File: src/hdl/can_cfg_pkg.sv
package can_cfg_pkg;

  typedef logic [4:0]  reg_addr_t;  // Controller register address
  typedef logic [15:0] reg_word_t;  // Controller register word
  typedef logic [75:0] can_msg_t;   // Bit 75 spare, 74:64 ID, 63:0 data

  typedef enum logic [1:0] {
    cmd_init,
    cmd_send,
    cmd_trim,
    cmd_bus_reset
  } cfg_cmd_e;

  // Transmit buffer registers
  localparam reg_addr_t addr_tx_id   = 5'h0C;
  localparam reg_addr_t addr_tx_d12  = 5'h0A;
  localparam reg_addr_t addr_tx_d34  = 5'h09;
  localparam reg_addr_t addr_tx_d56  = 5'h08;
  localparam reg_addr_t addr_tx_d78  = 5'h07;

  // Control registers
  localparam reg_addr_t addr_general = 5'h0E;
  localparam reg_addr_t addr_tx_ctrl = 5'h0D;
  localparam reg_addr_t addr_irq     = 5'h12;

  localparam reg_word_t gen_word       = 16'h009C;
  localparam reg_word_t tx_ctrl_word   = 16'h8008;  // Transmit request
  localparam reg_word_t irq_reset_word = 16'h8070;

  // Message with the most transitions on the bus
  localparam can_msg_t trim_msg = {12'h555, 64'hAAAA_AAAA_AAAA_AAAA};

  // Write list lengths
  localparam int msg_steps = 7;  // Send and trim
  localparam int irq_steps = 2;  // Bus reset

  localparam int step_w = $clog2(msg_steps);
  typedef logic [step_w-1:0] step_t;

  // Write buffer
  localparam int fifo_depth = 4;
  localparam int fifo_ptr_w = $clog2(fifo_depth);
  typedef logic [fifo_ptr_w-1:0] fifo_ptr_t;
  typedef logic [fifo_ptr_w:0]   fifo_cnt_t;  // One bit wider to hold a full count

endpackage

File: src/hdl/can_word_formatter.sv
`timescale 1ns/10ps
module can_word_formatter import can_cfg_pkg::*; (
  input  reg_addr_t addr,
  input  can_msg_t  msg,
  input  logic      use_trim,
  output reg_word_t word
);

  can_msg_t sel_msg;

  assign sel_msg = use_trim ? trim_msg : msg;  // Trim replaces host message

  always_comb begin
    word = '0;
    case (addr)
      addr_tx_id: begin
        word[15:5] = sel_msg[74:64];  // Standard identifier
        word[4:0]  = 5'h00;
      end

      addr_tx_d12: begin
        word[15:8] = sel_msg[63:56];
        word[7:0]  = sel_msg[47:40];
      end

      addr_tx_d34: begin
        word[15:8] = sel_msg[55:48];
        word[7:0]  = sel_msg[39:32];
      end

      // Upper data bytes come from the low end of the message
      addr_tx_d56: begin
        word[15:8] = sel_msg[7:0];
        word[7:0]  = sel_msg[15:8];
      end

      addr_tx_d78: begin
        word[15:8] = sel_msg[23:16];
        word[7:0]  = sel_msg[31:24];
      end

      addr_general: begin
        word = gen_word;
      end

      addr_tx_ctrl: begin
        word = tx_ctrl_word;
      end

      addr_irq: begin
        word = irq_reset_word;  // Clear pending bus interrupts
      end

      default: begin
        word = '0;
      end
    endcase
  end

endmodule

File: src/hdl/can_cfg_sequencer.sv
`timescale 1ns/10ps
module can_cfg_sequencer import can_cfg_pkg::*; (
  input  logic      clock,
  input  logic      reset,
  input  logic      cmd_valid,
  input  cfg_cmd_e  cmd_op,
  input  can_msg_t  cmd_msg,
  input  reg_addr_t cmd_addr,
  input  reg_word_t cmd_word,
  output logic      cmd_ready,
  output logic      push,
  output reg_addr_t push_addr,
  output reg_word_t push_word,
  input  logic      full
);

  typedef enum logic {
    idle,
    run
  } seq_state_e;

  seq_state_e state;
  cfg_cmd_e   lat_op;
  can_msg_t   lat_msg;
  reg_addr_t  lat_addr;
  reg_word_t  lat_word;
  step_t      step;
  step_t      last_step;
  reg_addr_t  list_addr;
  reg_word_t  fmt_word;

  assign cmd_ready = (state == idle);
  assign push      = (state == run) && !full;  // Stall on a full buffer
  assign push_addr = list_addr;
  assign push_word = (lat_op == cmd_init) ? lat_word : fmt_word;

  // Address list per command
  always_comb begin
    list_addr = lat_addr;
    last_step = '0;
    case (lat_op)
      cmd_send, cmd_trim: begin
        last_step = step_t'(msg_steps - 1);
        case (step)
          step_t'(0): list_addr = addr_tx_id;
          step_t'(1): list_addr = addr_tx_d12;
          step_t'(2): list_addr = addr_tx_d34;
          step_t'(3): list_addr = addr_tx_d56;
          step_t'(4): list_addr = addr_tx_d78;
          step_t'(5): list_addr = addr_general;
          default:    list_addr = addr_tx_ctrl;  // Starts transmission
        endcase
      end
      cmd_bus_reset: begin
        last_step = step_t'(irq_steps - 1);
        list_addr = (step == '0) ? addr_general : addr_irq;
      end
      default: begin
        list_addr = lat_addr;  // Direct register write
      end
    endcase
  end

  can_word_formatter i_can_word_formatter (
    .addr     (list_addr),
    .msg      (lat_msg),
    .use_trim (lat_op == cmd_trim),
    .word     (fmt_word)
  );

  always_ff @(posedge clock) begin
    if (reset) begin
      state <= idle;
      step  <= '0;
    end else begin
      case (state)
        idle: begin
          if (cmd_valid) begin
            state <= run;
            step  <= '0;
          end
        end
        run: begin
          if (push) begin
            if (step == last_step) begin
              state <= idle;  // Ready again next cycle
            end else begin
              step <= step + 1'b1;
            end
          end
        end
        default: state <= idle;
      endcase
    end
  end

  always_ff @(posedge clock) begin
    if (cmd_valid && cmd_ready) begin
      lat_op   <= cmd_op;
      lat_msg  <= cmd_msg;
      lat_addr <= cmd_addr;
      lat_word <= cmd_word;
    end
  end

  // Step counter stays inside the command's write list
  a_step_in_list: assert property (@(posedge clock) disable iff (reset)
    state == run |-> step <= last_step)
    else $error("sequencer step ran past the end of its write list");

endmodule

File: src/hdl/can_write_fifo.sv
`timescale 1ns/10ps
module can_write_fifo import can_cfg_pkg::*; (
  input  logic      clock,
  input  logic      reset,
  input  logic      push,
  input  reg_addr_t push_addr,
  input  reg_word_t push_word,
  input  logic      pop,
  output logic      full,
  output logic      empty,
  output reg_addr_t head_addr,
  output reg_word_t head_word
);

  reg_addr_t addr_mem [fifo_depth];
  reg_word_t word_mem [fifo_depth];
  fifo_ptr_t wr_ptr;
  fifo_ptr_t rd_ptr;
  fifo_cnt_t count;

  assign full      = (count == fifo_cnt_t'(fifo_depth));
  assign empty     = (count == '0);
  assign head_addr = addr_mem[rd_ptr];
  assign head_word = word_mem[rd_ptr];

  always_ff @(posedge clock) begin
    if (reset) begin
      wr_ptr <= '0;
      rd_ptr <= '0;
      count  <= '0;
    end else begin
      if (push) wr_ptr <= wr_ptr + 1'b1;  // Wraps at depth
      if (pop) rd_ptr <= rd_ptr + 1'b1;
      case ({push, pop})
        2'b10:   count <= count + 1'b1;
        2'b01:   count <= count - 1'b1;
        default: count <= count;  // Both or neither
      endcase
    end
  end

  always_ff @(posedge clock) begin
    if (push) begin
      addr_mem[wr_ptr] <= push_addr;
      word_mem[wr_ptr] <= push_word;
    end
  end

  a_no_overflow: assert property (@(posedge clock) disable iff (reset)
    push |-> !full)
    else $error("write FIFO overflow");

  a_no_underflow: assert property (@(posedge clock) disable iff (reset)
    pop |-> !empty)
    else $error("write FIFO underflow");

endmodule

File: src/hdl/can_wb_master.sv
`timescale 1ns/10ps
module can_wb_master import can_cfg_pkg::*; (
  input  logic      clock,
  input  logic      reset,
  input  logic      empty,
  input  reg_addr_t head_addr,
  input  reg_word_t head_word,
  output logic      pop,
  output logic      wb_cyc,
  output logic      wb_stb,
  output logic      wb_we,
  output reg_addr_t wb_adr,
  output reg_word_t wb_dat_o,
  input  logic      wb_ack,
  output logic      active
);

  typedef enum logic {
    idle,
    cycle
  } wb_state_e;

  wb_state_e state;

  assign wb_cyc = (state == cycle);
  assign wb_stb = (state == cycle);
  assign wb_we  = (state == cycle);  // Writes only
  assign active = (state == cycle);
  assign pop    = (state == cycle) && wb_ack;  // Retire head on ack

  always_ff @(posedge clock) begin
    if (reset) begin
      state <= idle;
    end else begin
      case (state)
        idle:    if (!empty) state <= cycle;
        cycle:   if (wb_ack) state <= idle;  // At least one idle cycle follows
        default: state <= idle;
      endcase
    end
  end

  // Bus holds a copy of the head for the whole cycle
  always_ff @(posedge clock) begin
    if (state == idle && !empty) begin
      wb_adr   <= head_addr;
      wb_dat_o <= head_word;
    end
  end

  a_idle_gap: assert property (@(posedge clock) disable iff (reset)
    wb_cyc && wb_ack |=> !wb_cyc)
    else $error("no idle cycle between Wishbone cycles");

  a_bus_stable: assert property (@(posedge clock) disable iff (reset)
    wb_stb && !wb_ack |=> wb_stb && $stable(wb_adr) && $stable(wb_dat_o))
    else $error("Wishbone cycle changed before ack");

endmodule

File: src/hdl/can_cfg_top.sv
`timescale 1ns/10ps
module can_cfg_top import can_cfg_pkg::*; (
  input  logic      clock,
  input  logic      reset,
  input  logic      cmd_valid,
  input  cfg_cmd_e  cmd_op,
  input  can_msg_t  cmd_msg,
  input  reg_addr_t cmd_addr,
  input  reg_word_t cmd_word,
  output logic      cmd_ready,
  output logic      wb_cyc,
  output logic      wb_stb,
  output logic      wb_we,
  output reg_addr_t wb_adr,
  output reg_word_t wb_dat_o,
  input  logic      wb_ack,
  output logic      busy
);

  logic      push;
  reg_addr_t push_addr;
  reg_word_t push_word;
  logic      full;
  logic      empty;
  reg_addr_t head_addr;
  reg_word_t head_word;
  logic      pop;
  logic      wb_active;

  // Sequencer is active whenever it refuses commands
  assign busy = !cmd_ready || !empty || wb_active;

  can_cfg_sequencer i_can_cfg_sequencer (
    .clock     (clock),
    .reset     (reset),
    .cmd_valid (cmd_valid),
    .cmd_op    (cmd_op),
    .cmd_msg   (cmd_msg),
    .cmd_addr  (cmd_addr),
    .cmd_word  (cmd_word),
    .cmd_ready (cmd_ready),
    .push      (push),
    .push_addr (push_addr),
    .push_word (push_word),
    .full      (full)
  );

  can_write_fifo i_can_write_fifo (
    .clock     (clock),
    .reset     (reset),
    .push      (push),
    .push_addr (push_addr),
    .push_word (push_word),
    .pop       (pop),
    .full      (full),
    .empty     (empty),
    .head_addr (head_addr),
    .head_word (head_word)
  );

  can_wb_master i_can_wb_master (
    .clock     (clock),
    .reset     (reset),
    .empty     (empty),
    .head_addr (head_addr),
    .head_word (head_word),
    .pop       (pop),
    .wb_cyc    (wb_cyc),
    .wb_stb    (wb_stb),
    .wb_we     (wb_we),
    .wb_adr    (wb_adr),
    .wb_dat_o  (wb_dat_o),
    .wb_ack    (wb_ack),
    .active    (wb_active)
  );

endmodule

File: config.mk
export PLATFORM = sky130hd
export DESIGN_NAME = can_cfg_top
export DESIGN_NICKNAME = d
export VERILOG_FILES = /design/src/hdl/can_cfg_pkg.sv /design/src/hdl/can_word_formatter.sv /design/src/hdl/can_cfg_sequencer.sv /design/src/hdl/can_write_fifo.sv /design/src/hdl/can_wb_master.sv /design/src/hdl/can_cfg_top.sv
export SDC_FILE = /design/constraint.sdc
export NUM_CORES = 1
export LEC_CHECK = 0
export ABC_AREA = 1
export BUFFER_PORTS_ARGS = -buffer_cell sky130_fd_sc_hd__buf_2
export CORE_MARGIN = 1
export CORE_UTILIZATION = 45
export CTS_BUF_LIST = sky130_fd_sc_hd__clkbuf_16
export DETAILED_ROUTE_END_ITERATION = 10
export PLACE_DENSITY = 0.65
export RECOVER_POWER = 25
export SLEW_MARGIN = 0
export SYNTH_ARGS = -nofsm -noshare
export SYNTH_HDL_FRONTEND = slang
export SYNTH_SLANG_ARGS = --single-unit
export TNS_END_PERCENT = 100
File: constraint.sdc
create_clock -name clock -period 7.6 [get_ports clock]
set_clock_uncertainty 0.1 [all_clocks]
set_input_delay 0.76 -clock clock [delete_from_list [all_inputs] [get_ports clock]]
set_output_delay 0.76 -clock clock [all_outputs]
set_load 0.01 [all_outputs]
==> metrics.log <==
INFO  metric row_count = 51
INFO  metric critical_path_peak_fanout = 24
INFO  metric yosysTopAreaCell = sky130_fd_sc_hd__edfxtp_1
INFO  metric yosys.cell_types.count = 32
INFO  metric layout.nets = roughly 1.0k
INFO  metric switching_share = 0.2457
INFO  metric timing.final.hold_violations = 0
INFO  metric detail_route.first_pass.iterations = 5
INFO  metric criticalPathCategory = reg -> reg
INFO  metric routed.top_layer = met4
INFO  metric clock_insertion_delay_worst_skew = about 0.5 ns
INFO  metric yosysSeqAreaShare = 0.6968
INFO  metric power.net_switching = ~700 uW
INFO  metric ys.warnings.count = 0
INFO  metric grt_overflow_total = 0
INFO  metric startpoint = i_can_cfg_sequencer.lat_op[0]
INFO  metric placement.io_buffers = 127
INFO  metric h-tree-depth = 1
INFO  metric crit_path_end_kind = flip-flop
INFO  metric timing.final.max_slew_violations = 0
INFO  metric ff2ff_path_depth = 12
INFO  metric cts.path.max_buffers = 3
INFO  metric synth.ff_latch_count = 215
INFO  metric postSynthCellCount = approximately 800
INFO  metric global_route.usage.total = 0.1816
INFO  metric mostFrequentLayoutCell = sky130_fd_sc_hd__edfxtp_1
INFO  metric r2r-start = i_can_cfg_sequencer.lat_op[0]
INFO  metric power.share.combinational = 0.123
INFO  metric cp-endpoint = i_can_write_fifo.word_mem[2][12]
INFO  metric synth_edf_count = 203
INFO  metric die_h = approximately 140 um
INFO  metric setup_viol_count_final = 0
INFO  metric core_region_area = 0.01965 mm^2
INFO  metric detailedPlacementHpwl = 11960 um
INFO  metric start_util = 0.4627
INFO  metric finalSetupTns = 0 ns
INFO  metric postRouteAntennaNets = 0
INFO  metric gp_congestion = between 0.8 and 0.9
INFO  metric unrepaired_setup_endpoints_after_global_routing = false
INFO  metric ctsResizeCount = 0
INFO  metric drt-met1-wl = around 8300 um
INFO  metric hp-class = in -> reg
INFO  metric post_synth_main_area_contributors = sky130_fd_sc_hd__edfxtp_1 67%, sky130_fd_sc_hd__nand2_1 5.2%, sky130_fd_sc_hd__nor2_1 4.7%
INFO  metric area_fraction_of_the_dominant_cell_type_after_synthesis = 0.6703
INFO  metric r2r_setup_slack = 4.00 ns
INFO  metric syn_nets = roughly 910
INFO  metric final_layout_size_suffix_gt1_frac = 0.2167
INFO  metric first_global_vias = 5520
INFO  metric fin_total_pwr = about 2900 uW
INFO  metric route.final.wire_length = ~18000 um
INFO  metric outcome = completed
INFO  metric critical_path.reg2reg.endpoint = i_can_write_fifo.word_mem[2][12]
INFO  metric crit_required = 7.84 ns
INFO  metric cts_num_sinks = 215
INFO  metric max-vdd-ir-drop = between 0.15 and 0.2 mV
INFO  metric asyncSetResetFlopFracSynth = 0
INFO  metric design.portCount = approximately 130
INFO  metric power_report.internal_total = between 2000 and 2500 uW
INFO  metric cts.hold.buffers_added = 0
INFO  metric postCtsSetupBuffers = 0
INFO  metric detail_route.vias_per_cell = just under 5
INFO  metric mappedNetlistArea = 0.009094 mm^2
INFO  metric cellPowerDensity = around 270 mW/mm^2
INFO  metric cts.clk_slew.worst_paths = around 0.06 ns
INFO  metric drc_marker_count_from_the_first_detailed_route_iteration = approximately 430
INFO  metric die_w = 144.2 um
INFO  metric ys_dominant_reg_cell = sky130_fd_sc_hd__edfxtp_1
INFO  metric share_seq_of_total_power = 0.508
INFO  metric drc = 0
INFO  metric post-route-min-period = 3.597 ns
INFO  metric total_leakage_power = roughly 0.0043 uW
INFO  metric area_growth_syn_to_layout = 16.85%
INFO  metric wire_per_inst = 15.15 um
INFO  metric cts_tree = built
INFO  metric n_fill_cell = 1766
INFO  metric grt_first_pass_wirelength = 28470 um
INFO  metric met2_length = between 8000 and 9000 um
INFO  metric timing.max_slew.rel_slack = 0.1646
INFO  metric number_of_antenna_violations_at_the_first_check_in_global_routing = 0
INFO  metric cp-start-kind = flip-flop
INFO  metric finalCritPeriodShare = 0.4733
INFO  metric leading_cell_types_in_the_layout_fill_and_taps_excluded = 203 x sky130_fd_sc_hd__edfxtp_1, 126 x sky130_fd_sc_hd__nand2_1, 114 x sky130_fd_sc_hd__nor2_1, 111 x sky130_fd_sc_hd__buf_2, 70 x sky130_fd_sc_hd__inv_1
INFO  metric max_freq = about 280 MHz
INFO  metric cts-root-buf = sky130_fd_sc_hd__clkbuf_16
INFO  metric vias = a little under 6k
INFO  metric timing.max_cap.violations = 0
INFO  metric avgSynthCellArea = between 10 and 15 um^2
INFO  metric floorplan.die_area = 0.02078 mm^2
INFO  metric antenna-diode-count = 0
INFO  metric measured_slew_at_the_worst_slew_check_pin = 1.252 ns
INFO  metric met3RoutedLength = about 800 um
INFO  metric clock_power_share = 0.369
INFO  metric grt_max_degree = 91
INFO  metric cts_buffers = 23
INFO  metric critical_path_data_arrival_time = 3.83 ns
## final cells by class
type / count / area (um^2) / area share
Clock buffer: 23 / 575.6 / 0.05416
Clock inverter: 19 / 143.9 / 0.01354
Multi-Input combinational cell: 470 / 2307 / 0.2171
Inverter: 71 / 267.8 / 0.02520
Tap cell: 265 / 331.6 / 0.03120
Timing Repair Buffer: 134 / 664.4 / 0.06252
Sequential cell: 215 / 6336 / 0.5963
## power groups by stage
| stage | registers [uW] | logic [uW] | clock network (uW) |
|---|---|---|---|
| 6_report | 1450 | 353 | 1050 |
| 3_3_place_gp | 1470 | 355 | 0 |
| 2_1_floorplan | 1490 | 219 | 0 |
| 5_1_grt | 1460 | 400 | 1120 |
| 4_1_cts | 1450 | 360 | 1080 |
| 3_5_place_dp | 1470 | 359 | 0 |
## flip-flops by register name, summed over array words and instances (netlist names), 2 cells and up
signal,count
i_can_cfg_sequencer.lat_msg,75
i_can_write_fifo.word_mem,64
i_can_write_fifo.addr_mem,20
i_can_cfg_sequencer.lat_word,16
i_can_wb_master.wb_dat_o,16
i_can_cfg_sequencer.lat_addr,5
i_can_wb_master.wb_adr,5
i_can_cfg_sequencer.step,3
i_can_write_fifo.count,3
i_can_cfg_sequencer.lat_op,2
i_can_write_fifo.rd_ptr,2
i_can_write_fifo.wr_ptr,2
## synth_stat cells (2+ instances only)
cell type,n
sky130_fd_sc_hd__nand3_1,63
sky130_fd_sc_hd__clkbuf_1,20
sky130_fd_sc_hd__nor2_2,5
sky130_fd_sc_hd__o211ai_1,2
sky130_fd_sc_hd__nor2_4,3
sky130_fd_sc_hd__edfxtp_1,203
sky130_fd_sc_hd__nand2_1,126
sky130_fd_sc_hd__buf_1,2
sky130_fd_sc_hd__o22ai_1,21
sky130_fd_sc_hd__nor2_1,114
sky130_fd_sc_hd__buf_4,6
sky130_fd_sc_hd__ha_1,12
sky130_fd_sc_hd__a21oi_1,11
sky130_fd_sc_hd__or2_2,29
sky130_fd_sc_hd__nand3b_1,2
sky130_fd_sc_hd__dfxtp_1,12
sky130_fd_sc_hd__inv_2,5
sky130_fd_sc_hd__buf_6,3
sky130_fd_sc_hd__o21ai_1,2
sky130_fd_sc_hd__nand2_2,7
sky130_fd_sc_hd__buf_2,5
sky130_fd_sc_hd__nor3_1,3
sky130_fd_sc_hd__o21ai_0,54
sky130_fd_sc_hd__inv_1,66
sky130_fd_sc_hd__nand4_1,9
## how the worst min path moves through the flow
stage                     cells after the start                               end                 startpoint  slack (ns)
after floorplan                               2         i_can_write_fifo.count[2]  i_can_write_fifo.count[2]        0.35
after global placement                        2         i_can_write_fifo.count[2]  i_can_write_fifo.count[2]        0.38
after global routing                          1   i_can_cfg_sequencer.lat_word[3]                cmd_word[3]        0.30
after CTS                                     1  i_can_cfg_sequencer.lat_word[12]               cmd_word[12]        0.31
final                                         1   i_can_cfg_sequencer.lat_word[3]                cmd_word[3]        0.33
after detailed placement                      2         i_can_write_fifo.count[2]  i_can_write_fifo.count[2]        0.38
## logic make-up after synthesis
group,Yosys count,share of synthesized area
xor+xnor,1,0.0009633
flops,215,0.6968
simple gates,364,0.1790
buf+inv,107,0.04981
fa+ha+maj,13,0.01871
compound gates,92,0.05476
## metrics by stage
stage / area (um^2) / util / instances / hold slack (ns) / setup slack [ns]
2_1_floorplan: 9094 / - / 792 / 0.3523 / 4.079
3_3_place_gp: 9931 / 0.5053 / 1155 / 0.3753 / 4.016
3_5_place_dp: 9931 / 0.5053 / 1155 / 0.3829 / 4.026
4_1_cts: 10650 / 0.5419 / 1197 / 0.3089 / 4.010
5_1_grt: 10630 / 0.5407 / 1197 / 0.3035 / 3.652
6_report: 10630 / 0.5407 / 1197 / 0.3292 / 4.003
## metal layers
layer | global-route usage | up-vias
li1 | - | 2957
met1 | 0.2497 | 2681
met2 | 0.2929 | 160
met3 | 0.02715 | 43
met4 | 0.06814 | 0
met5 | 0 | -
## critical path, stage by stage, from the launching register on
cell                       delay (ns)
sky130_fd_sc_hd__edfxtp_1        0.39
sky130_fd_sc_hd__inv_1           0.10
sky130_fd_sc_hd__ha_1            0.75
sky130_fd_sc_hd__nor2_1          0.18
sky130_fd_sc_hd__nand2_2         0.17
sky130_fd_sc_hd__nand3_1         0.20
sky130_fd_sc_hd__nor2_1          0.73
sky130_fd_sc_hd__nand2_1         0.22
sky130_fd_sc_hd__inv_1           0.19
sky130_fd_sc_hd__nand3_1         0.08
sky130_fd_sc_hd__nand2_1         0.10
sky130_fd_sc_hd__nand2_1         0.07
sky130_fd_sc_hd__nand2_1         0.16
No activity file was read; power rests on OpenSTA's default activity.
